$ cat src/verilog/bp_consts.svh
`ifndef BP_CONSTS_SVH
`define BP_CONSTS_SVH

`define BP_HIST_BITS   10             // history length and table index width.
`define BP_TABLE_DEPTH (1 << `BP_HIST_BITS)

// rv32i control-flow opcodes
`define BP_OP_BR       7'b1100011
`define BP_OP_JAL      7'b1101111
`define BP_OP_JALR     7'b1100111

`define BP_CTR_RESET   2'b01          // weakly not taken.

`endif

$ cat src/verilog/bp_pkg.sv
`include "bp_consts.svh"

package bp_pkg;

    typedef logic [31:0]                  pc_t;
    typedef logic [`BP_HIST_BITS-1:0]     hist_t;   // also the table index.
    typedef logic [1:0]                   ctr_t;
    typedef logic [6:0]                   opcode_t;

    // retired instruction as seen by writeback
    typedef struct packed {
        logic    valid;
        opcode_t opcode;
        pc_t     pc;
        pc_t     next_pc;
    } wb_update_t;

    typedef enum logic [0:0] {
        CLEAR = 1'b0,
        RUN   = 1'b1
    } bp_state_e;

endpackage

$ cat src/verilog/bp_pht.sv
`include "bp_consts.svh"

module bp_pht
    import bp_pkg::*;
(
    input  logic  clk,
    // fetch-side lookup
    input  hist_t pred_idx,
    output ctr_t  pred_ctr,
    // writeback-side lookup
    input  hist_t upd_idx,
    output ctr_t  upd_ctr,
    // single write port
    input  logic  we,
    input  hist_t wr_idx,
    input  ctr_t  wr_ctr
);

    ctr_t ctr_mem [`BP_TABLE_DEPTH];  // filled by the clear sweep.

    assign pred_ctr = ctr_mem[pred_idx];
    assign upd_ctr  = ctr_mem[upd_idx];

    always_ff @(posedge clk) begin
        if (we) begin
            ctr_mem[wr_idx] <= wr_ctr;
        end
    end

endmodule

$ cat config.mk
export PLATFORM = sky130hd
export DESIGN_NAME = bp_pht
export DESIGN_NICKNAME = d
export VERILOG_FILES = /design/src/verilog/bp_pkg.sv /design/src/verilog/bp_pht.sv
export VERILOG_INCLUDE_DIRS = /design/src /design/src/verilog
export SDC_FILE = /design/constraint.sdc
export NUM_CORES = 2
export LEC_CHECK = 0
export BUFFER_PORTS_ARGS = -buffer_cell sky130_fd_sc_hd__buf_2
export CORE_UTILIZATION = 35
export CTS_CLUSTER_SIZE = 12
export DETAILED_ROUTE_END_ITERATION = 10
export GPL_ROUTABILITY_DRIVEN = 0
export PLACE_DENSITY = 0.47
export SLEW_MARGIN = 20
export SYNTH_ARGS = -nofsm -noshare
export SYNTH_HDL_FRONTEND = slang
export SYNTH_SLANG_ARGS = --single-unit
$ cat constraint.sdc
create_clock -name clk -period 7.83 [get_ports clk]
set_clock_uncertainty 0.1 [all_clocks]
set_input_delay 1.566 -clock clk [delete_from_list [all_inputs] [get_ports clk]]
set_output_delay 1.566 -clock clk [all_outputs]
set_load 0.01 [all_outputs]
==> metrics list <==
- Startpoint Class: primary input
- Number of enable-type register cells in the synthesized netlist: ~2000
- The multi-input combinational cells in the finished layout cover a total of 36200 um2.
- Setup TNS: 0 ps
- Fill count: 25900
- Clock Power Share: 43.0%
- For the worst setup path, the data arrival time is 6030 ps.
* Dpl ws: 204 ps
- Netlist area before placement: 101000 um2
* Outcome: finished, final reports clean
- CTS built an H-tree with a depth of 4.
- Reg power frac: a little under half
- Cell occurring most often along the worst timing path: sky130_fd_sc_hd__buf_4
- By startpoint and endpoint, the worst setup path is classified as in2out.
- Switching share of total power: 24.4%
- Count of standard-cell rows: ~200
* Sum of routed wire length over all layers: 390000 um
- TritonCTS Sinks: 2048
- Sequential elements use between 60 and 70% of the synthesized area.
- The analysis attributes to cell leakage a power of 34.9 nW.
- Worst Min Path Start: wr_ctr[0]
- The floorplan step defined a die boundary enclosing 290000 um2.
- The initial utilization of the core area, before any placement, comes to 35.2%.
- Top Family by Delay on Critical Path: buffers and inverters
- Clock tree synthesis selected as its root buffer the cell sky130_fd_sc_hd__clkbuf_16.
* Total of max-cap violations: 0
- Clock transition at the register clock pins on the worst setup and hold paths after CTS: 60 ps
- The largest registers in the layout are ctr_mem: 2048 flops.
- In this run the worst path has a maximum fanout of 43.
- Count of pins over their slew limit: 0
- Worst Hold Class: in2reg
- Worst Max-Slew Pin Slew: 1350 ps
* Post-Synthesis Net Count: between 6000 and 7000
- The critical path starts at pred_idx[0].
- Peak supply drop: about 0.19 mV
* Via count: 64100
- Max Root-Sink Buffers: 4
* Share of post-route cells with drive strength above 1: 26.0%
- Commonest cells after routing, fill and taps aside: sky130_fd_sc_hd__edfxtp_1, sky130_fd_sc_hd__nor2_1, sky130_fd_sc_hd__mux4_2, sky130_fd_sc_hd__mux2i_1, sky130_fd_sc_hd__buf_4
* CTS Buf Count: 233
- Max FFs per register: 2048
- The final hold violation count came to 0.
* Area inside the core boundary: 286000 um2
* WL per Instance: 38.2 um
* CTS tree: yes
* Min Tclk post-route: 7700 ps
- Final layout net count: about 6300
- Number of nets with antenna violations after detailed routing: 0
* Avg Synthesized Cell Area: 16.2 um2
* Number of top-level pins: 38
* Setup repair bufs after CTS: 0
- The initial antenna violation count was 29.
- Number of logic stages on the critical path including buffering: 13
- Die width: between 500 and 600 um
- The synthesized netlist contains 71 unique library cells.
* Maximum number of pins on one net before global-route repair: 203
* Int Pwr: 19.0 mW
* Global-route wire length before repair: around 540000 um
* Number of warnings issued by yosys: 0
- Summed over all layers, the global routing overflow is 0.
- Leaving out fill and tap cells, the most frequent cell in the layout is sky130_fd_sc_hd__edfxtp_1.
- From bottom edge to top edge, the die measures 538 um.
* Worst rel slew slack: a little under a tenth
- Synthesis produced a netlist whose cell count is about 6200.
- Once detailed placement completed, the half-perimeter wirelength came to around 250000 um.
* Share of the cycle needed by the critical path after routing: a little over nine tenths
* Comb pwr share: 9.0%
- FF+latch area: approximately 60000 um2
- Power density over the cells: 221 nW/um2
- Minimum setup slack in the final design: approximately 130 ps
- Via count of the first global-routing pass: 65100
- More flip-flops sit in one register than any other, and that register is ctr_mem.
- Flip-flop and latch count after synthesis: 2048
* Cell chain of the critical path: buf_8 -> buf_4 -> buf_4 -> mux4_2 -> mux4_2 -> mux2i_1 -> o21ai_0 -> nor3_1 -> buf_4 -> nor4_1 -> a21oi_1 -> nand3_1 -> buf_2
- Counting flops with an async set or reset pin after synthesis yields a share of 0%.
- For this run, the total global-route usage over all layers was measured as between 20% and 30%.
- The first detailed-routing pass took 6 iterations.
* Quantity of I/O buffers inserted on ports: 37
* Detail-routed via count per cell: 6.28
- Data required time of the worst path: 6160 ps
- Worst-path cell with the longest stage delay: sky130_fd_sc_hd__nor3_1
* Fmax: 130 MHz
* Resized cells post-CTS: 0
- For this run, the leading register cell type out of synthesis is sky130_fd_sc_hd__edfxtp_1.
- In this run, the number of DRC markers left after iteration 0 of detailed routing was 8346.
- The area growth from synthesis to layout is 12.8%.
- Setup repair after global routing left no endpoint under its margin.
- Hold buffer count at cts: 0
- Critical path buffer and inverter count: 5
- STA classifies the critical path endpoint as a primary output.
- Setup violators final: 0
* Biggest cell delay along the critical path: 740 ps
* Drt drc: 0
- Cells on Worst Hold Path: 1
* Net Sw Power: just over 6 mW
-- path summary, 6_finish.rpt --
kind,end
min,ctr_mem[300][0]$_DFFE_PP_
max,pred_ctr[1]
-- kinds of logic after synthesis --
family / synth area share, %
multiplexers: 24.3
flip-flops: 61.1
buffers and inverters: 3.41
AND/OR/NAND/NOR: 6.09
AO/OA/AOI/OAI: 5.12
-- metal layers --
| layer | share of wire [%] | vias to the layer above | GRT usage (%) |
|---|---|---|---|
| li1 | - | 25500 | - |
| met1 | 41 | 34700 | 36.1 |
| met2 | 46 | 3248 | 41.8 |
| met3 | 8.3 | 700 | 4.97 |
| met4 | 4.3 | 10 | 10.4 |
| met5 | 0.019 | - | 0 |
-- area by class of cell --
class | instances | share of cell area, %
antenna | 9 | 0.0198
inverter | 10 | 0.0441
timing repair buffer | 393 | 3.25
tap | 3762 | 4.15
clock inverter | 136 | 1.07
multi-input combinational | 3560 | 31.9
sequential | 2048 | 54.2
clock buffer | 288 | 5.39
-- synth_stat cells (35+ instances only) --
library cell               instances  area [um2]
sky130_fd_sc_hd__edfxtp_1       2048       61500
sky130_fd_sc_hd__buf_2            81         405
sky130_fd_sc_hd__clkbuf_1        295        1110
sky130_fd_sc_hd__nand3_1          59         295
sky130_fd_sc_hd__mux4_2          883       19900
sky130_fd_sc_hd__o22ai_1         108         676
sky130_fd_sc_hd__o21ai_0          72         360
sky130_fd_sc_hd__mux2i_1         447        4470
sky130_fd_sc_hd__nand2_1         135         507
sky130_fd_sc_hd__a22oi_1          88         661
sky130_fd_sc_hd__o221ai_1        170        1490
sky130_fd_sc_hd__nor2_1         1079        4050
sky130_fd_sc_hd__buf_1            66         248
sky130_fd_sc_hd__buf_6            88         991
sky130_fd_sc_hd__buf_4            35         263
sky130_fd_sc_hd__nor3_1           83         415
sky130_fd_sc_hd__a21oi_1         154         771
-- power by group through the flow --
| stage | combinational [mW] | sequential, mW | clock, mW |
|---|---|---|---|
| after detailed placement | 2.23 | 12.3 | 0 |
| after floorplan | 1.21 | 12.3 | 0 |
| after CTS | 2.24 | 12.1 | 11.0 |
| final | 2.25 | 12.1 | 10.8 |
| after global placement | 2.23 | 12.3 | 0 |
| after global routing | 2.32 | 12.1 | 11.3 |
-- through the flow --
stage	hold WS, ps	util [%]	area (um2)	std cells	power (mW)
after detailed placement	2030	37.2	106000	9773	14.5
after floorplan	1560	-	101000	6205	13.5
after CTS	1050	39.7	113000	10200	25.3
final	1080	39.7	113000	10200	25.1
after global placement	2030	37.1	106000	9770	14.5
after global routing	1090	39.7	113000	10200	25.7
(Power assumes the default switching activity.)
