### src/verilog/bp_consts.svh
`ifndef BP_CONSTS_SVH
`define BP_CONSTS_SVH

`define BP_HIST_BITS   10             // history length and table index width.
`define BP_TABLE_DEPTH (1 << `BP_HIST_BITS)

// rv32i control-flow opcodes
`define BP_OP_BR       7'b1100011
`define BP_OP_JAL      7'b1101111
`define BP_OP_JALR     7'b1100111

`define BP_CTR_RESET   2'b01          // weakly not taken.

`endif

### src/verilog/bp_pkg.sv
`include "bp_consts.svh"

package bp_pkg;

    typedef logic [31:0]                  pc_t;
    typedef logic [`BP_HIST_BITS-1:0]     hist_t;   // also the table index.
    typedef logic [1:0]                   ctr_t;
    typedef logic [6:0]                   opcode_t;

    // retired instruction as seen by writeback
    typedef struct packed {
        logic    valid;
        opcode_t opcode;
        pc_t     pc;
        pc_t     next_pc;
    } wb_update_t;

    typedef enum logic [0:0] {
        CLEAR = 1'b0,
        RUN   = 1'b1
    } bp_state_e;

endpackage

### src/verilog/bp_sweep_counter.sv
`include "bp_consts.svh"

module bp_sweep_counter
    import bp_pkg::*;
(
    input  logic  clk,
    input  logic  rst_n,
    input  logic  run,
    output hist_t idx,
    output logic  last
);

    assign last = (idx == hist_t'(`BP_TABLE_DEPTH - 1));

    always_ff @(posedge clk or negedge rst_n) begin
        if (!rst_n) begin
            idx <= '0;
        end else if (run) begin
            idx <= idx + hist_t'(1);
        end
    end

    // the owner must drop run once the top index has been written
    a_no_wrap: assert property (@(posedge clk) disable iff (!rst_n)
        (run && last) |=> !run);

endmodule

### src/verilog/bp_update_ctl.sv
`include "bp_consts.svh"

module bp_update_ctl
    import bp_pkg::*;
(
    input  logic       clk,
    input  logic       rst_n,
    input  logic       load_buffers,
    input  wb_update_t wb,
    input  hist_t      hist,
    input  ctr_t       upd_ctr,
    input  pc_t        upd_tgt,
    output hist_t      upd_idx,
    output logic       tbl_we,
    output hist_t      tbl_idx,
    output ctr_t       tbl_ctr,
    output pc_t        tbl_tgt,
    output logic       hist_shift,
    output logic       hist_taken,
    output logic       ready
);

    bp_state_e state;
    hist_t     sweep_idx;
    logic      sweep_last;
    logic      is_ctl;
    logic      sample;
    logic      taken;
    logic      wr_valid;
    hist_t     wr_idx;
    ctr_t      wr_ctr;
    pc_t       wr_tgt;
    logic      wr_taken;

    function automatic ctr_t ctr_step(input ctr_t c, input logic t);
        ctr_t n;
        if (t) begin
            n = (c == 2'b11) ? c : c + 2'd1;
        end else begin
            n = (c == 2'b00) ? c : c - 2'd1;
        end
        return n;
    endfunction

    bp_sweep_counter u_sweep (
        .clk   (clk),
        .rst_n (rst_n),
        .run   (state == CLEAR),
        .idx   (sweep_idx),
        .last  (sweep_last)
    );

    always_ff @(posedge clk or negedge rst_n) begin
        if (!rst_n) begin
            state <= CLEAR;
        end else if (state == CLEAR && sweep_last) begin
            state <= RUN;
        end
    end

    assign is_ctl  = (wb.opcode == `BP_OP_BR) || (wb.opcode == `BP_OP_JAL) ||
                     (wb.opcode == `BP_OP_JALR);
    assign sample  = (state == RUN) && load_buffers && wb.valid && is_ctl;
    assign taken   = (wb.next_pc != wb.pc + 32'd4);
    assign upd_idx = wb.pc[`BP_HIST_BITS-1:0] ^ hist;  // same index the write will use.

    always_ff @(posedge clk or negedge rst_n) begin
        if (!rst_n) begin
            wr_valid <= 1'b0;
        end else begin
            wr_valid <= sample;
        end
    end

    always_ff @(posedge clk) begin
        if (sample) begin
            wr_idx   <= upd_idx;
            wr_ctr   <= ctr_step(upd_ctr, taken);
            wr_tgt   <= taken ? wb.next_pc : upd_tgt;
            wr_taken <= taken;
        end
    end

    // sweep owns the write port until the tables are initialized
    assign tbl_we     = (state == CLEAR) ? 1'b1 : wr_valid;
    assign tbl_idx    = (state == CLEAR) ? sweep_idx : wr_idx;
    assign tbl_ctr    = (state == CLEAR) ? `BP_CTR_RESET : wr_ctr;
    assign tbl_tgt    = (state == CLEAR) ? '0 : wr_tgt;
    assign hist_shift = wr_valid;
    assign hist_taken = wr_taken;
    assign ready      = (state == RUN);

    a_shift_with_write: assert property (@(posedge clk) disable iff (!rst_n)
        hist_shift |-> (tbl_we && state == RUN));

    // ready comes up only at the end of the sweep and then stays up
    a_ready_rise: assert property (@(posedge clk) disable iff (!rst_n)
        $rose(ready) |-> $past(sweep_last));
    a_ready_hold: assert property (@(posedge clk) disable iff (!rst_n)
        ready |=> ready);

endmodule

### config.mk
export PLATFORM = sky130hd
export DESIGN_NAME = bp_update_ctl
export DESIGN_NICKNAME = d
export VERILOG_FILES = /design/src/verilog/bp_pkg.sv /design/src/verilog/bp_sweep_counter.sv /design/src/verilog/bp_update_ctl.sv
export VERILOG_INCLUDE_DIRS = /design/src /design/src/verilog
export SDC_FILE = /design/constraint.sdc
export NUM_CORES = 1
export LEC_CHECK = 0
export BUFFER_PORTS_ARGS = -buffer_cell sky130_fd_sc_hd__buf_2
export CAP_MARGIN = 20
export CORE_MARGIN = 4
export CORE_UTILIZATION = 44
export DETAILED_ROUTE_END_ITERATION = 6
export MAX_ROUTING_LAYER = met4
export PLACE_DENSITY = 0.87
export SYNTH_ARGS = -nofsm -noshare
export SYNTH_HDL_FRONTEND = slang
export SYNTH_SLANG_ARGS = --single-unit
### constraint.sdc
create_clock -name clk -period 4.93 [get_ports clk]
set_input_delay 0.7395 -clock clk [delete_from_list [all_inputs] [get_ports clk]]
set_output_delay 0.7395 -clock clk [all_outputs]
set_load 0.02 [all_outputs]
==> flow_summary_export.csv <==
group,metric,value,unit
global_routing,overflow,0,
clock_tree,post_cts_buffers,0,
hold_path,min_path_type,"input pin to asynchronous set/reset pin",
global_routing,grt_pass1_wl,17900,um
critical_path,critPathLaunch,"wb[49]",
critical_path,worstSetupEndpointType,"flip-flop",
placed_design,place_ws,0.816,ns
floorplan,ios,177,
clock_tree,cts_buffers,9,
power,leakage,2.29,nW
synthesis,synthTopCellsByArea,"edfxtp_1, mux2_2, dfrtp_1",
timing,hold-worst-slack,0.264,ns
timing,grt_setup_unrepaired,"false",
power,pwr_density_cell,244,nW/um^2
timing,skew,0.0121,ns
routing,drtIter0Drc,146,
routing,wl,11200,um
critical_path,reg2reg_depth,6,
synthesis,synth_area,4030,um^2
clock_tree,clock-sinks,57,
critical_path,critPathArrivalTime,3.88,ns
clock_tree,root_buffer,"clkbuf_8",
timing,period_needed,3.79,ns
synthesis,synthArstFlopShare,21.1,%
layout,nFillCells,743,
synthesis,syn_nets,502,
critical_path,crit_end,"wr_tgt[1]",
clock_tree,postCtsResizedCells,0,
layout,drive_above_1_share,43.6,%
floorplan,rows,34,
placed_design,hpwl,8980,um
critical_path,reg2reg_to,"u_sweep.idx[7]",
layout,regArea,1650,um^2
layout,area_delta_synth_final,30.6,%
power,p_total,1.28,mW
layout,fin_nets,680,
routing,postRouteAntennaNets,0,
critical_path,r2r_setup_slack,2.77,ns
clock_tree,clockBufferDepth,2,
critical_path,worstReg2RegStart,"ready",
global_routing,grt_usage,21.2,%
timing,fmax,264,MHz
timing,final-setup-viol-count,0,
layout,n_antenna_cell,0,
synthesis,synth_edf_count,45,
routing,drc_errors,0,
synthesis,yosysWarnings,0,
timing,finalHoldViolCount,0,
global_routing,antenna_found_initial,0,
synthesis,synth_cell_types,59,
global_routing,grt_start_max_net_pins,47,
synthesis,synth_seq_cells,57,
synthesis,netlist_instances,381,
timing,setup_tns,0,ns
synthesis,yosysTopAreaCellShare,33.6,%
clock_tree,h-tree-depth,3,
routing,avgViaCountPerCell,5.36,
global_routing,first_global_vias,3773,
routing,vias,3601,
clock_tree,postCtsHoldBufs,0,
floorplan,dieArea,10700,um^2
placed_design,routabilityCongestion,0.945,
placed_design,portBuffers,176,
critical_path,worst-setup-path-type,"input pin to flip-flop",
synthesis,syn_avg_cell_area,10.6,um^2
clock_tree,cts_tree,"built",
timing,post-route-period-util,76.8,%
clock_tree,clock_latency,0.34,ns
floorplan,initial_core_util,45.7,%
timing,tightest_slew,0.686,ns
critical_path,crit_required,5.02,ns
clock_tree,cts.clk_slew.worst_paths,0.08,ns
power,peakVddDrop,120,uV
routing,detail_route.wl_per_cell,16.7,um
floorplan,die_w,104,um
floorplan,core_area,8810,um^2
routing,first_pass_iters,4,
synthesis,yosysTopAreaCell,"edfxtp_1",
run_status,status,"completed",
layout,layout_common_cells,"buf_2, edfxtp_1, mux2_2",
layout,multi_input_area,2270,um^2
layout,mostFrequentLayoutCell,"buf_2",
critical_path,cp_max_fo,18,
floorplan,die_h,104,um
synthesis,seq_area_frac_synth,41.0,%
timing,drv_slew,0,
timing,relSlewSlack,54.3,%
synthesis,synth-main-ff-cell,"edfxtp_1",
job,maxCapViolCount,0,
critical_path,start_kind,"input pin",
timing,layout_setup_ws,1.14,ns
==> state kept, by name, summed over array words and instances, names as in the netlist <==
register and count:
hist_taken 1, hist_shift 1, u_sweep.idx 10, wr_ctr 2, wr_tgt 32, ready 1, wr_idx 10
==> report_power, final <==
group | internal, mW | total, mW | switching [mW]
logic | 0.0912 | 0.201 | 0.110
clock network | 0.341 | 0.561 | 0.220
registers | 0.520 | 0.520 | 0
total | 0.952 | 1.28 | 0.330
==> synthesized netlist by cell type, types with 2 or more instances <==
library cell	number
a211o_1	2
a211oi_1	2
a21boi_0	2
a21oi_1	4
and2_1	36
and3_1	5
and4_1	3
and4_4	2
buf_4	3
buf_6	3
clkbuf_1	4
dfrtp_1	12
edfxtp_1	45
ha_1	2
inv_1	7
maj3_2	2
mux2_1	5
mux2_2	39
mux2i_1	2
nand2_1	28
nand2b_1	7
nand3_1	18
nand3b_1	2
nand4_1	14
nand4b_1	3
nor2_1	13
nor2b_1	5
nor3_1	9
nor3b_1	3
nor4_1	7
nor4b_1	2
o21ai_0	7
or2_1	2
or3_1	3
xnor2_1	29
xor2_1	26
==> how the worst min path moves through the flow <==
stage	start	to	slack, ns
5_1_grt	rst_n	hist_shift	0.27
3_5_place_dp	u_sweep.idx[7]	u_sweep.idx[7]	0.49
4_1_cts	rst_n	u_sweep.idx[7]	0.26
2_1_floorplan	rst_n	hist_shift	0.44
6_report	rst_n	u_sweep.idx[7]	0.26
3_3_place_gp	u_sweep.idx[7]	u_sweep.idx[7]	0.47
==> routing by layer <==
metal	part of all wire (%)	GRT usage [%]
met5	0	-
met3	6.2	4.91
met2	51	36.5
met4	1.4	6.84
met1	41	24.5
==> worst max-delay path: stages <==
cell,delay (ns)
buf_2,0.15
nand4_1,0.15
nor4_1,0.60
nand2_1,0.14
mux2i_1,0.17
or3_1,0.40
nor4b_2,0.25
nand4b_2,0.56
buf_16,0.39
mux2_1,0.33
==> cell families (layout without fill, tap and decap cells) <==
kind of cell	after synthesis	in the layout	synth area share [%]
xor gates and xnor gates	55	55	12.0
DFF	57	57	41.0
adders and majority gates	4	4	1.18
muxes	46	46	12.8
and+or+nand+nor	170	170	24.9
AOI/OAI and AO/OA	30	30	5.47
buffers and inverters	19	202	2.64
==> area by class of cell <==
cell class / count / share of cell area (%)
clock buffer: 9 / 2.36
timing repair buffer: 179 / 17.6
multi-input combinational: 305 / 43.2
sequential: 57 / 31.4
clock inverter: 7 / 2.38
inverter: 7 / 0.500
tap: 108 / 2.57
==> stage by stage <==
stage,utilization (%),cell area [um^2],instances
2_1_floorplan,-,4030,381
3_3_place_gp,56.6,4980,655
3_5_place_dp,56.9,5010,656
4_1_cts,59.7,5260,672
5_1_grt,59.7,5260,672
6_report,59.7,5260,672
No activity file was read; power rests on OpenSTA's default activity.
