$ cat config.mk
export PLATFORM = sky130hd
export DESIGN_NAME = bp_history_reg
export DESIGN_NICKNAME = d
export VERILOG_FILES = /design/src/verilog/bp_pkg.sv /design/src/verilog/bp_history_reg.sv
export VERILOG_INCLUDE_DIRS = /design/src /design/src/verilog
export SDC_FILE = /design/constraint.sdc
export NUM_CORES = 1
export LEC_CHECK = 0
export BUFFER_PORTS_ARGS = -buffer_cell sky130_fd_sc_hd__clkbuf_2
export CORE_AREA = 2 2 39 41
export CTS_BUF_LIST = sky130_fd_sc_hd__clkbuf_16
export DETAILED_ROUTE_END_ITERATION = 8
export DIE_AREA = 0 0 41 43
export RECOVER_POWER = 50
export SETUP_SLACK_MARGIN = 0.1
export SLEW_MARGIN = 5
export SYNTH_ARGS = -nofsm -noshare
export SYNTH_HDL_FRONTEND = slang
export SYNTH_SLANG_ARGS = --single-unit
$ cat constraint.sdc
create_clock -name clk -period 0.9 [get_ports clk]
set_clock_uncertainty 0.1 [all_clocks]
set_input_delay 0.18 -clock clk [delete_from_list [all_inputs] [get_ports clk]]
set_output_delay 0.18 -clock clk [all_outputs]
set_load 0.02 [all_outputs]
$ cat src/verilog/bp_consts.svh
`ifndef BP_CONSTS_SVH
`define BP_CONSTS_SVH

`define BP_HIST_BITS   10             // history length and table index width.
`define BP_TABLE_DEPTH (1 << `BP_HIST_BITS)

// rv32i control-flow opcodes
`define BP_OP_BR       7'b1100011
`define BP_OP_JAL      7'b1101111
`define BP_OP_JALR     7'b1100111

`define BP_CTR_RESET   2'b01          // weakly not taken.

`endif

$ cat src/verilog/bp_pkg.sv
`include "bp_consts.svh"

package bp_pkg;

    typedef logic [31:0]                  pc_t;
    typedef logic [`BP_HIST_BITS-1:0]     hist_t;   // also the table index.
    typedef logic [1:0]                   ctr_t;
    typedef logic [6:0]                   opcode_t;

    // retired instruction as seen by writeback
    typedef struct packed {
        logic    valid;
        opcode_t opcode;
        pc_t     pc;
        pc_t     next_pc;
    } wb_update_t;

    typedef enum logic [0:0] {
        CLEAR = 1'b0,
        RUN   = 1'b1
    } bp_state_e;

endpackage

$ cat src/verilog/bp_history_reg.sv
module bp_history_reg
    import bp_pkg::*;
(
    input  logic  clk,
    input  logic  rst_n,
    input  logic  shift,
    input  logic  taken,
    output hist_t hist
);

    always_ff @(posedge clk or negedge rst_n) begin
        if (!rst_n) begin
            hist <= '0;
        end else if (shift) begin
            hist <= {hist[$bits(hist_t)-2:0], taken};  // newest outcome in bit 0.
        end
    end

    a_taken_known: assert property (@(posedge clk) disable iff (!rst_n)
        shift |-> !$isunknown(taken));

endmodule

==> results of run 1 <==
[per-layer routing]
layer  global-route usage  share of wire
met5                    0              0
met4                0.100         0.0093
met2                0.184           0.54
met1                0.148           0.40
met3               0.0471          0.049
[layout make-up]
type	instances	area share
Sequential cell	10	0.324
Clock inverter	1	0.00462
Multi-Input combinational cell	10	0.185
Clock buffer	3	0.0924
Timing Repair Buffer	25	0.370
Tap cell	16	0.0247
[through the flow]
stage	utilization	setup TNS, ns
after detailed placement	0.374	-0.508
after global placement	0.374	-0.437
final	0.587	-2.75
after global routing	0.587	-3.11
after floorplan	-	-0.284
after CTS	0.558	-2.66
[cell usage after synthesis (all sizes together)]
library cell,count
mux2,10
buf,1
dfrtp,10
[worst max-delay path by stage]
| stage | cells past startpoint | slack [ns] | to | startpoint |
|---|---|---|---|---|
| floorplan | 1 | -0.03 | hist[0] | hist[0] |
| global placement | 3 | -0.04 | hist[2] | shift |
| detailed placement | 3 | -0.06 | hist[1] | shift |
| CTS | 1 | -0.18 | hist[0] | hist[0] |
| global route | 1 | -0.19 | hist[4] | hist[4] |
| finish | 1 | -0.17 | hist[4] | hist[4] |
[cell families (layout without fill, tap and decap cells)]
group                  count (synthesis)  after routing  share of synthesized area
muxes                                 10             10                      0.365
DFF                                   10             10                      0.608
buffers and inverters                  1             29                     0.0274
[power groups by stage]
stage	clock network, mW	logic (mW)	registers, mW
6_report	0.782	1.17	0.775
5_1_grt	0.840	1.24	0.795
4_1_cts	0.795	1.08	0.729
3_5_place_dp	0	0.586	0.741
3_3_place_gp	0	0.579	0.724
2_1_floorplan	0	0.224	0.897
[repair_timing]
action,4_1_cts,5_1_grt
hold buffers,1,0
hold endpoints to repair,10,0
setup buffers,9,1
resized for setup,21,16
endpoints found under the setup margin,20,20
==> parameters.txt, run 1 <==
Parameter                              Value

Worst setup path
  Critical Path Fanout Max    2
  Type of destination of the critical path    primary output
  Req. time, crit path    between 0.6 and 0.7 ns
  Reg2Reg Setup Slack    -0.14 ns
  Path type of the worst setup path    flop to primary output
  Cell at the slowest stage of the critical path    sky130_fd_sc_hd__dfrtp_2
  Worst path cell trace    buf_8
  Crit path arrival time    slightly below 0.8 ns
  Family of cells with the greatest summed delay on the critical path    flip-flops
  Number of buffer and inverter stages on the critical path    1
  Worst reg-to-reg path cell count    2
  Type of element launching the critical path    flop
  Longest individual stage delay on the worst path    0.42 ns
  R2r startpoint    hist[1]
  End of the worst register-to-register path    hist[1]

STA
  Hold_ws    0.0803 ns
  Worst path setup slack after routing    -0.174 ns
  Share of the clock period used by the worst path    1.19
  Max_slew headroom    0.837
  Setup violations, final    20
  Worst-margin pin slew    about 0.24 ns
  Max Transition Viols Final    0
  Final count of hold timing violations    0
  Setup repair after global routing missed its margin    yes
  Period minus WS final    approximately 1.1 ns
  Maximum clock frequency    around 930 MHz

Synthesis
  Yosys reg bits    10
  Yosys top cell by area    sky130_fd_sc_hd__dfrtp_1
  Netlist area before placement    412 µm²
  Post-synthesis sequential area ratio    0.608
  Number of distinct library cell variants in the gate-level netlist after synthesis    3
  Dominant cells by area after synthesis    sky130_fd_sc_hd__dfrtp_1 (61%), sky130_fd_sc_hd__mux2_4 (36%), sky130_fd_sc_hd__buf_6 (2.7%)
  Synth Net Count    25
  Post-Synthesis Cells    21
  Average cell area after synthesis    a little under 20 µm²
  Warning count from the yosys run    0
  Area share of the largest cell type after synthesis    0.608

Placed design
  Pre-CTS WS    -0.0583 ns
  Post-DP Area    roughly 520 µm²
  GPL Wtd Cong    0.576
  Cells after DPL    50
  Placed wire-length estimate after detailed placement    544 µm
  Port Buf Inserts    13

Global routing
  Largest net degree at the start of global routing    11
  Sum of overflow across all layers after global routing    0
  Total Routing Usage GR    0.129
  Wire length of the first global-routing pass    roughly 1400 µm
  Antenna violations before repair    0
  Vias in the first global route    301

Layout
  Largest registers in the final layout    hist: 10 flops
  Number of nets in the final layout    54
  Synthesis-to-layout area growth    97.3%
  Sequential cell area    263 µm²
  Cell Count, Final, Fillers Out    65
  Leading cell types in the layout, fill and taps excluded    sky130_fd_sc_hd__mux2_4 (10), sky130_fd_sc_hd__dfrtp_2 (10), sky130_fd_sc_hd__buf_6 (10)
  Fraction of layout cells with a size suffix above 1    0.959
  Number of fill cells in the layout    108
  Ant. Diodes    0
  Biggest register    hist
  Area of the multi-input gates    150 µm²
  Flip-flop count of the largest register, all copies and words added    10
  Design Area, Final    812 µm²

Detailed routing
  Post-route ant nets    0
  Total Routed Length    863 µm
  Average wire length per cell after detail routing    13.3 µm
  Via count of the routed design    270
  Drt pass-1 iters    2
  DRC    0
  Iteration-0 DRC Markers    3
  Via count normalized by instance count    about 4.2

Power and ir drop
  Switching Power    0.726 mW
  Logic pwr share    0.430
  Clk pwr share    0.287
  Sequential group share of total power    0.284
  Power Density    3360 mW/mm²
  Internal Pwr Total    2.00 mW
  Power after layout    2.73 mW
  Worst ir drop on vdd    0.00134 V
  Static Leak    0.387 nW
  Sw frac    0.266

Clock network
  CTS clock-pin slew for the worst setup and hold paths    roughly 0.040 ns
  Number of CTS-inserted buffers    3
  Buffer levels on the longest clock path    2
  CTS H-tree lvls    1
  Sink Count    10
  Root buffer cell    sky130_fd_sc_hd__clkbuf_16
  Insertion delay to the later sink of the worst-skew pair    0.23 ns
  CTS tree    built

Floorplan
  Core Rows    14
  Vertical die dimension    roughly 43 µm
  Area of the die    0.00176 mm²
  IO Count    14
  Starting density of the core    0.297
  Core box area    between 0.001 and 0.0015 mm²
  Die width    41 µm

Min path
  WHS Path Cells    2
  Worst min-delay path endpoint    hist[0]
  Min-delay src    taken
  Min-Delay Path Class    input port to flop

Flow run
  Number of max-cap violations    0

Run status
  Outcome    finished with violations
  Violated checks    setup timing
(Power assumes the default switching activity.)
==> run 2: changes to the inputs <==
--- a/config.mk
+++ b/config.mk
@@ -6,6 +6,7 @@
 export SDC_FILE = /design/constraint.sdc
 export NUM_CORES = 1
 export LEC_CHECK = 0
+export ABC_AREA = 1
 export BUFFER_PORTS_ARGS = -buffer_cell sky130_fd_sc_hd__clkbuf_2
 export CORE_AREA = 2 2 39 41
 export CTS_BUF_LIST = sky130_fd_sc_hd__clkbuf_16
==> run 2 against run 1 <==
The flow still finishes with violations (setup timing). Global-route usage down 1.5 points. Register-to-register slack improved by 0.09 ns. Cell area shrank 11%. Critical path depth is the same. Routed wire length unchanged. Sequential power fell by 28%. Clock power shrank 2.9%. Largest power group is now clock.
==> parameters.txt, run 2 <==
Parameter                              Value

Worst setup path
  Number of buffer and inverter stages on the critical path    1
  Critical Path Fanout Max    2
  Crit path arrival time    0.78 ns
  Reg2Reg Setup Slack    -0.05 ns
  Family of cells with the greatest summed delay on the critical path    flip-flops
  Type of element launching the critical path    flop
  Longest individual stage delay on the worst path    0.39 ns
  Req. time, crit path    0.62 ns
  Path type of the worst setup path    flop to primary output
  End of the worst register-to-register path    hist[7]
  Type of destination of the critical path    primary output
  Cell at the slowest stage of the critical path    sky130_fd_sc_hd__dfrtp_1
  Worst path cell trace    clkbuf_8
  R2r startpoint    hist[6]
  Worst reg-to-reg path cell count    4

Layout
  Area of the multi-input gates    133 µm²
  Fraction of layout cells with a size suffix above 1    0.515
  Number of nets in the final layout    74
  Biggest register    hist
  Leading cell types in the layout, fill and taps excluded    sky130_fd_sc_hd__nand2_1 (22), sky130_fd_sc_hd__dfrtp_1 (10), sky130_fd_sc_hd__nand2_2 (8), sky130_fd_sc_hd__clkbuf_8 (8), sky130_fd_sc_hd__buf_4 (7)
  Ant. Diodes    0
  Design Area, Final    726 µm²
  Flip-flop count of the largest register, all copies and words added    10
  Most frequent standard cell in the layout excluding fill and tap cells    sky130_fd_sc_hd__nand2_1
  Sequential cell area    250 µm²
  Post-Route Utilization    0.524
  Largest registers in the final layout    hist: 10 flops
  Number of fill cells in the layout    130
  Synthesis-to-layout area growth    92.1%
  Cell Count, Final, Fillers Out    84

Synthesis
  Area share of the largest cell type after synthesis    0.662
  Dominant cells by area after synthesis    sky130_fd_sc_hd__dfrtp_1 (66%), sky130_fd_sc_hd__nand2_1 (30%), sky130_fd_sc_hd__buf_6 (3.0%)
  Synth top cells by count    sky130_fd_sc_hd__nand2_1 (30), sky130_fd_sc_hd__dfrtp_1 (10), sky130_fd_sc_hd__buf_6 (1), sky130_fd_sc_hd__inv_2 (1)
  Number of distinct library cell variants in the gate-level netlist after synthesis    4
  Post-synthesis sequential area ratio    0.662
  Proportion of synthesized flip-flops having asynchronous set or reset    1.00
  Average cell area after synthesis    9.00 µm²
  Yosys reg bits    10
  Warning count from the yosys run    0
  Post-synth top flop    sky130_fd_sc_hd__dfrtp_1
  Post-Synthesis Cells    42
  Synth Net Count    46
  EDFF count, synth    0
  Yosys top cell by area    sky130_fd_sc_hd__dfrtp_1
  Most frequent cell after synthesis    sky130_fd_sc_hd__nand2_1
  Netlist area before placement    about 380 µm²

Global routing
  Vias in the first global route    303
  Total Routing Usage GR    0.115
  Sum of overflow across all layers after global routing    0
  Wire length of the first global-routing pass    1240 µm
  Antenna violations before repair    0
  Largest net degree at the start of global routing    12

Placed design
  Pre-CTS WS    0.0378 ns
  Cells after DPL    70
  Post-DP Area    452 µm²
  GPL Wtd Cong    0.702
  Placed wire-length estimate after detailed placement    a little over 500 µm
  Port Buf Inserts    13

Detailed routing
  Total Routed Length    approximately 860 µm
  Average wire length per cell after detail routing    10.3 µm
  Via count normalized by instance count    roughly 4.1
  Via count of the routed design    ~350
  Post-route ant nets    0
  DRC    0
  Iteration-0 DRC Markers    3
  Drt pass-1 iters    3

Floorplan
  IO Count    14
  Core box area    0.00138 mm²
  Die width    41 µm
  Starting density of the core    0.273
  Vertical die dimension    about 43 µm
  Core Rows    14
  Area of the die    0.00176 mm²

Power and ir drop
  Static Leak    0.399 nW
  Worst ir drop on vdd    0.00107 V
  Power Density    2440 mW/mm²
  Power after layout    1.77 mW

STA
  Setup violations, final    13
  Share of the clock period used by the worst path    1.18
  Max Transition Viols Final    0
  Setup repair after global routing missed its margin    yes
  Final count of hold timing violations    0
  Max_slew headroom    0.831
  Worst path setup slack after routing    -0.158 ns
  Maximum clock frequency    945 MHz
  Period minus WS final    1.06 ns
  Worst-margin pin slew    0.254 ns
  Hold_ws    0.0585 ns
  Setup TNS    -1.61 ns

Min path
  WHS Path Cells    3
  Min-delay src    taken
  Min-Delay Path Class    input port to flop
  Worst min-delay path endpoint    hist[0]

Clock network
  Insertion delay to the later sink of the worst-skew pair    0.23 ns
  Root buffer cell    sky130_fd_sc_hd__clkbuf_16
  CTS H-tree lvls    1
  Buffer levels on the longest clock path    2
  CTS tree    built
  Sink Count    10
  CTS clock-pin slew for the worst setup and hold paths    0.04 ns
  Number of CTS-inserted buffers    3

Run status
  Outcome    finished with violations
  Violated checks    setup timing

Flow run
  Number of max-cap violations    0
[run 2: cell types whose count changed after synthesis]
| cell | delta |
|---|---|
| sky130_fd_sc_hd__mux2_4 | -10 |
| sky130_fd_sc_hd__nand2_1 | +30 |
| sky130_fd_sc_hd__inv_2 | +1 |
[run 2: what timing repair did]
action / CTS / global route
hold buffers: 1 / 0
hold endpoints to repair: 10 / 0
setup buffers: 8 / 4
pin swaps: 0 / 3
setup endpoints to repair: 10 / 20
resized for setup: 16 / 17
[run 2: cell families (layout without fill, tap and decap cells)]
| kind of cell | count (synthesis) | in the layout | synth area share |
|---|---|---|---|
| AND/OR/NAND/NOR | 30 | 30 | 0.298 |
| flip-flops | 10 | 10 | 0.662 |
| buffers and inverters | 2 | 28 | 0.0397 |
[run 2: how the worst max path moves through the flow]
stage,from,endpoint,slack (ns),cells past startpoint
CTS,hist[2],hist[2],-0.16,1
finish,hist[5],hist[5],-0.16,1
floorplan,hist[6],hist[7],0.11,2
global route,hist[5],hist[5],-0.18,1
detailed placement,shift,hist[0],0.04,4
global placement,shift,hist[4],0.07,4
[run 2: where the power goes]
| part | internal [mW] | switching, mW | total [mW] |
|---|---|---|---|
| logic | 0.255 | 0.199 | 0.454 |
| registers | 0.515 | 0.0452 | 0.560 |
| clock network | 0.574 | 0.185 | 0.759 |
| total | 1.34 | 0.429 | 1.77 |
[run 2: area by class of cell]
class,instances,area share
sequential,10,0.345
timing repair buffer,24,0.336
multi-input combinational,30,0.183
clock buffer,3,0.103
tap,16,0.0276
inverter,1,0.00517
[run 2: per-layer routing]
| metal | routed length [µm] | vias up | GRT usage | share of wire |
|---|---|---|---|---|
| met1 | 370 | 155 | 0.126 | 0.43 |
| met4 | 28 | 0 | 0.100 | 0.032 |
| li1 | - | 178 | - | - |
| met5 | 0 | - | 0 | 0 |
| met3 | 43 | 3 | 0.0471 | 0.050 |
| met2 | 421 | 12 | 0.159 | 0.49 |
==> run 3: changes to the inputs <==
--- a/config.mk
+++ b/config.mk
@@ -6,12 +6,12 @@
 export SDC_FILE = /design/constraint.sdc
 export NUM_CORES = 1
 export LEC_CHECK = 0
-export ABC_AREA = 1
 export BUFFER_PORTS_ARGS = -buffer_cell sky130_fd_sc_hd__clkbuf_2
 export CORE_AREA = 2 2 39 41
 export CTS_BUF_LIST = sky130_fd_sc_hd__clkbuf_16
 export DETAILED_ROUTE_END_ITERATION = 8
 export DIE_AREA = 0 0 41 43
+export PLACE_DENSITY = 0.53
 export RECOVER_POWER = 50
 export SETUP_SLACK_MARGIN = 0.1
 export SLEW_MARGIN = 5
==> run 3 against run 2 <==
Critical endpoint is now hist[6]. The flow still finishes with violations (setup timing). Total power up 50%. Routed wire length down 5.0%. Flip-flop and latch count unchanged. Global-route usage is 0.87 points higher. Cell area rose by 11%.
==> parameters.txt, run 3 (synthesized netlist as in run 1, its figures left out) <==
Parameter                              Value

STA
  Period minus WS final    ~1.1 ns
  Final count of hold timing violations    0
  Setup TNS    -2.70 ns
  Setup violations, final    20
  Share of the clock period used by the worst path    1.19
  Worst-margin pin slew    approximately 0.25 ns
  Maximum clock frequency    937 MHz
  Worst path setup slack after routing    -0.167 ns
  Max_slew headroom    0.835
  Setup repair after global routing missed its margin    yes
  Max Transition Viols Final    0

Placed design
  GPL Wtd Cong    0.582
  Port Buf Inserts    13
  Pre-CTS WS    -0.0593 ns
  Cells after DPL    50
  Placed wire-length estimate after detailed placement    493 µm

Floorplan
  Area of the die    0.00176 mm²
  Starting density of the core    0.297
  IO Count    14
  Core box area    around 0.0014 mm²
  Core Rows    14
  Die width    roughly 41 µm
  Vertical die dimension    roughly 43 µm

Worst setup path
  Crit path arrival time    about 0.8 ns
  Path type of the worst setup path    flop to primary output
  Longest individual stage delay on the worst path    between 0.4 and 0.5 ns
  Capturing element of the worst setup path    hist[6]
  Worst reg-to-reg path cell count    2
  Reg2Reg Setup Slack    -0.14 ns
  R2r startpoint    hist[1]
  Family of cells with the greatest summed delay on the critical path    flip-flops
  Worst path cell trace    buf_8
  Critical Path Fanout Max    2
  CP Launch Point    hist[6]
  End of the worst register-to-register path    hist[1]
  Type of element launching the critical path    flop
  Path length in cells of the critical path    1
  Number of buffer and inverter stages on the critical path    1
  Type of destination of the critical path    primary output
  Req. time, crit path    0.62 ns
  Cell at the slowest stage of the critical path    sky130_fd_sc_hd__dfrtp_2

Layout
  Fraction of layout cells with a size suffix above 1    0.979
  Sequential cell area    263 µm²
  Largest registers in the final layout    hist: 10 flops
  Biggest register    hist
  Ant. Diodes    0
  Cell Count, Final, Fillers Out    64
  Leading cell types in the layout, fill and taps excluded    sky130_fd_sc_hd__mux2_4 (10), sky130_fd_sc_hd__dfrtp_2 (10), sky130_fd_sc_hd__buf_8 (9), sky130_fd_sc_hd__buf_6 (9)
  Synthesis-to-layout area growth    95.4%
  Area of the multi-input gates    150 µm²
  Post-Route Utilization    0.581
  Flip-flop count of the largest register, all copies and words added    10
  Number of fill cells in the layout    approximately 110
  Number of nets in the final layout    54

Power and ir drop
  Power Density    3300 mW/mm²
  Internal Pwr Total    1.97 mW
  Worst ir drop on vdd    roughly 0.0016 V
  Power after layout    2.66 mW
  Switching Power    0.687 mW
  Clk pwr share    0.281
  Sequential group share of total power    0.289
  Static Leak    0.384 nW
  Sw frac    0.259
  Logic pwr share    0.430

Detailed routing
  DRC    0
  Average wire length per cell after detail routing    approximately 13 µm
  Via count of the routed design    283
  Drt pass-1 iters    2
  Iteration-0 DRC Markers    1
  Via count normalized by instance count    4.42
  Post-route ant nets    0
  Total Routed Length    about 820 µm

Flow run
  Number of max-cap violations    0

Global routing
  Sum of overflow across all layers after global routing    0
  Largest net degree at the start of global routing    11
  Wire length of the first global-routing pass    1320 µm
  Antenna violations before repair    0
  Total Routing Usage GR    0.123
  Vias in the first global route    roughly 300

Min path
  Min-delay src    taken
  Min-Delay Path Class    input port to flop
  WHS Path Cells    2

Clock network
  CTS tree    built
  CTS clock-pin slew for the worst setup and hold paths    0.04 ns
  Insertion delay to the later sink of the worst-skew pair    0.23 ns
  Buffer levels on the longest clock path    2
  Number of CTS-inserted buffers    3
  Sink Count    10
  CTS H-tree lvls    1
  Root buffer cell    sky130_fd_sc_hd__clkbuf_16

Run status
  Violated checks    setup timing
  Outcome    finished with violations
==> run 3: changes by cell type in the layout (fill, tap and decap cells not counted) <==
cell,change
sky130_fd_sc_hd__dfrtp_2,+10
sky130_fd_sc_hd__inv_2,-1
sky130_fd_sc_hd__buf_6,+4
sky130_fd_sc_hd__buf_8,+9
sky130_fd_sc_hd__dfrtp_1,-10
sky130_fd_sc_hd__mux2_4,+10
sky130_fd_sc_hd__nand2_1,-22
sky130_fd_sc_hd__buf_4,-5
sky130_fd_sc_hd__buf_12,+1
sky130_fd_sc_hd__clkbuf_8,-8
sky130_fd_sc_hd__nand2_2,-8
==> run 3: worst min-delay path by stage <==
stage / endpoint
detailed placement: hist[9]
finish: hist[0]
global route: hist[0]
global placement: hist[7]
floorplan: hist[0]
CTS: hist[0]
==> run 3: timing repair <==
action / 4_1_cts / 5_1_grt
resized for setup: 21 / 16
setup endpoints to repair: 20 / 20
setup buffers: 9 / 1
hold endpoints to repair: 10 / 0
hold buffers: 1 / 0
==> run 3: power by group through the flow <==
stage,clock [mW],combinational (mW),sequential (mW)
after CTS,0.769,1.01,0.720
after floorplan,0,0.224,0.897
after global placement,0,0.581,0.724
final,0.746,1.14,0.768
after global routing,0.802,1.20,0.786
after detailed placement,0,0.586,0.732
==> run 3: stage by stage <==
stage,instance area [µm²],hold slack [ns]
after floorplan,424,-0.216
after global placement,518,-0.0502
after detailed placement,518,-0.0437
after CTS,764,0.0783
after global routing,805,0.0832
final,805,0.0824
==> run 3: area by class of cell <==
class	count	area share
sequential	10	0.327
multi-input combinational	10	0.187
tap	16	0.0249
timing repair buffer	25	0.369
clock buffer	3	0.0933
==> run 3: routing by layer <==
| metal | routed length (µm) | global-route usage |
|---|---|---|
| met4 | 0 | 0.100 |
| met5 | 0 | 0 |
| met1 | 309 | 0.132 |
| met2 | 435 | 0.169 |
| met3 | 75 | 0.0681 |
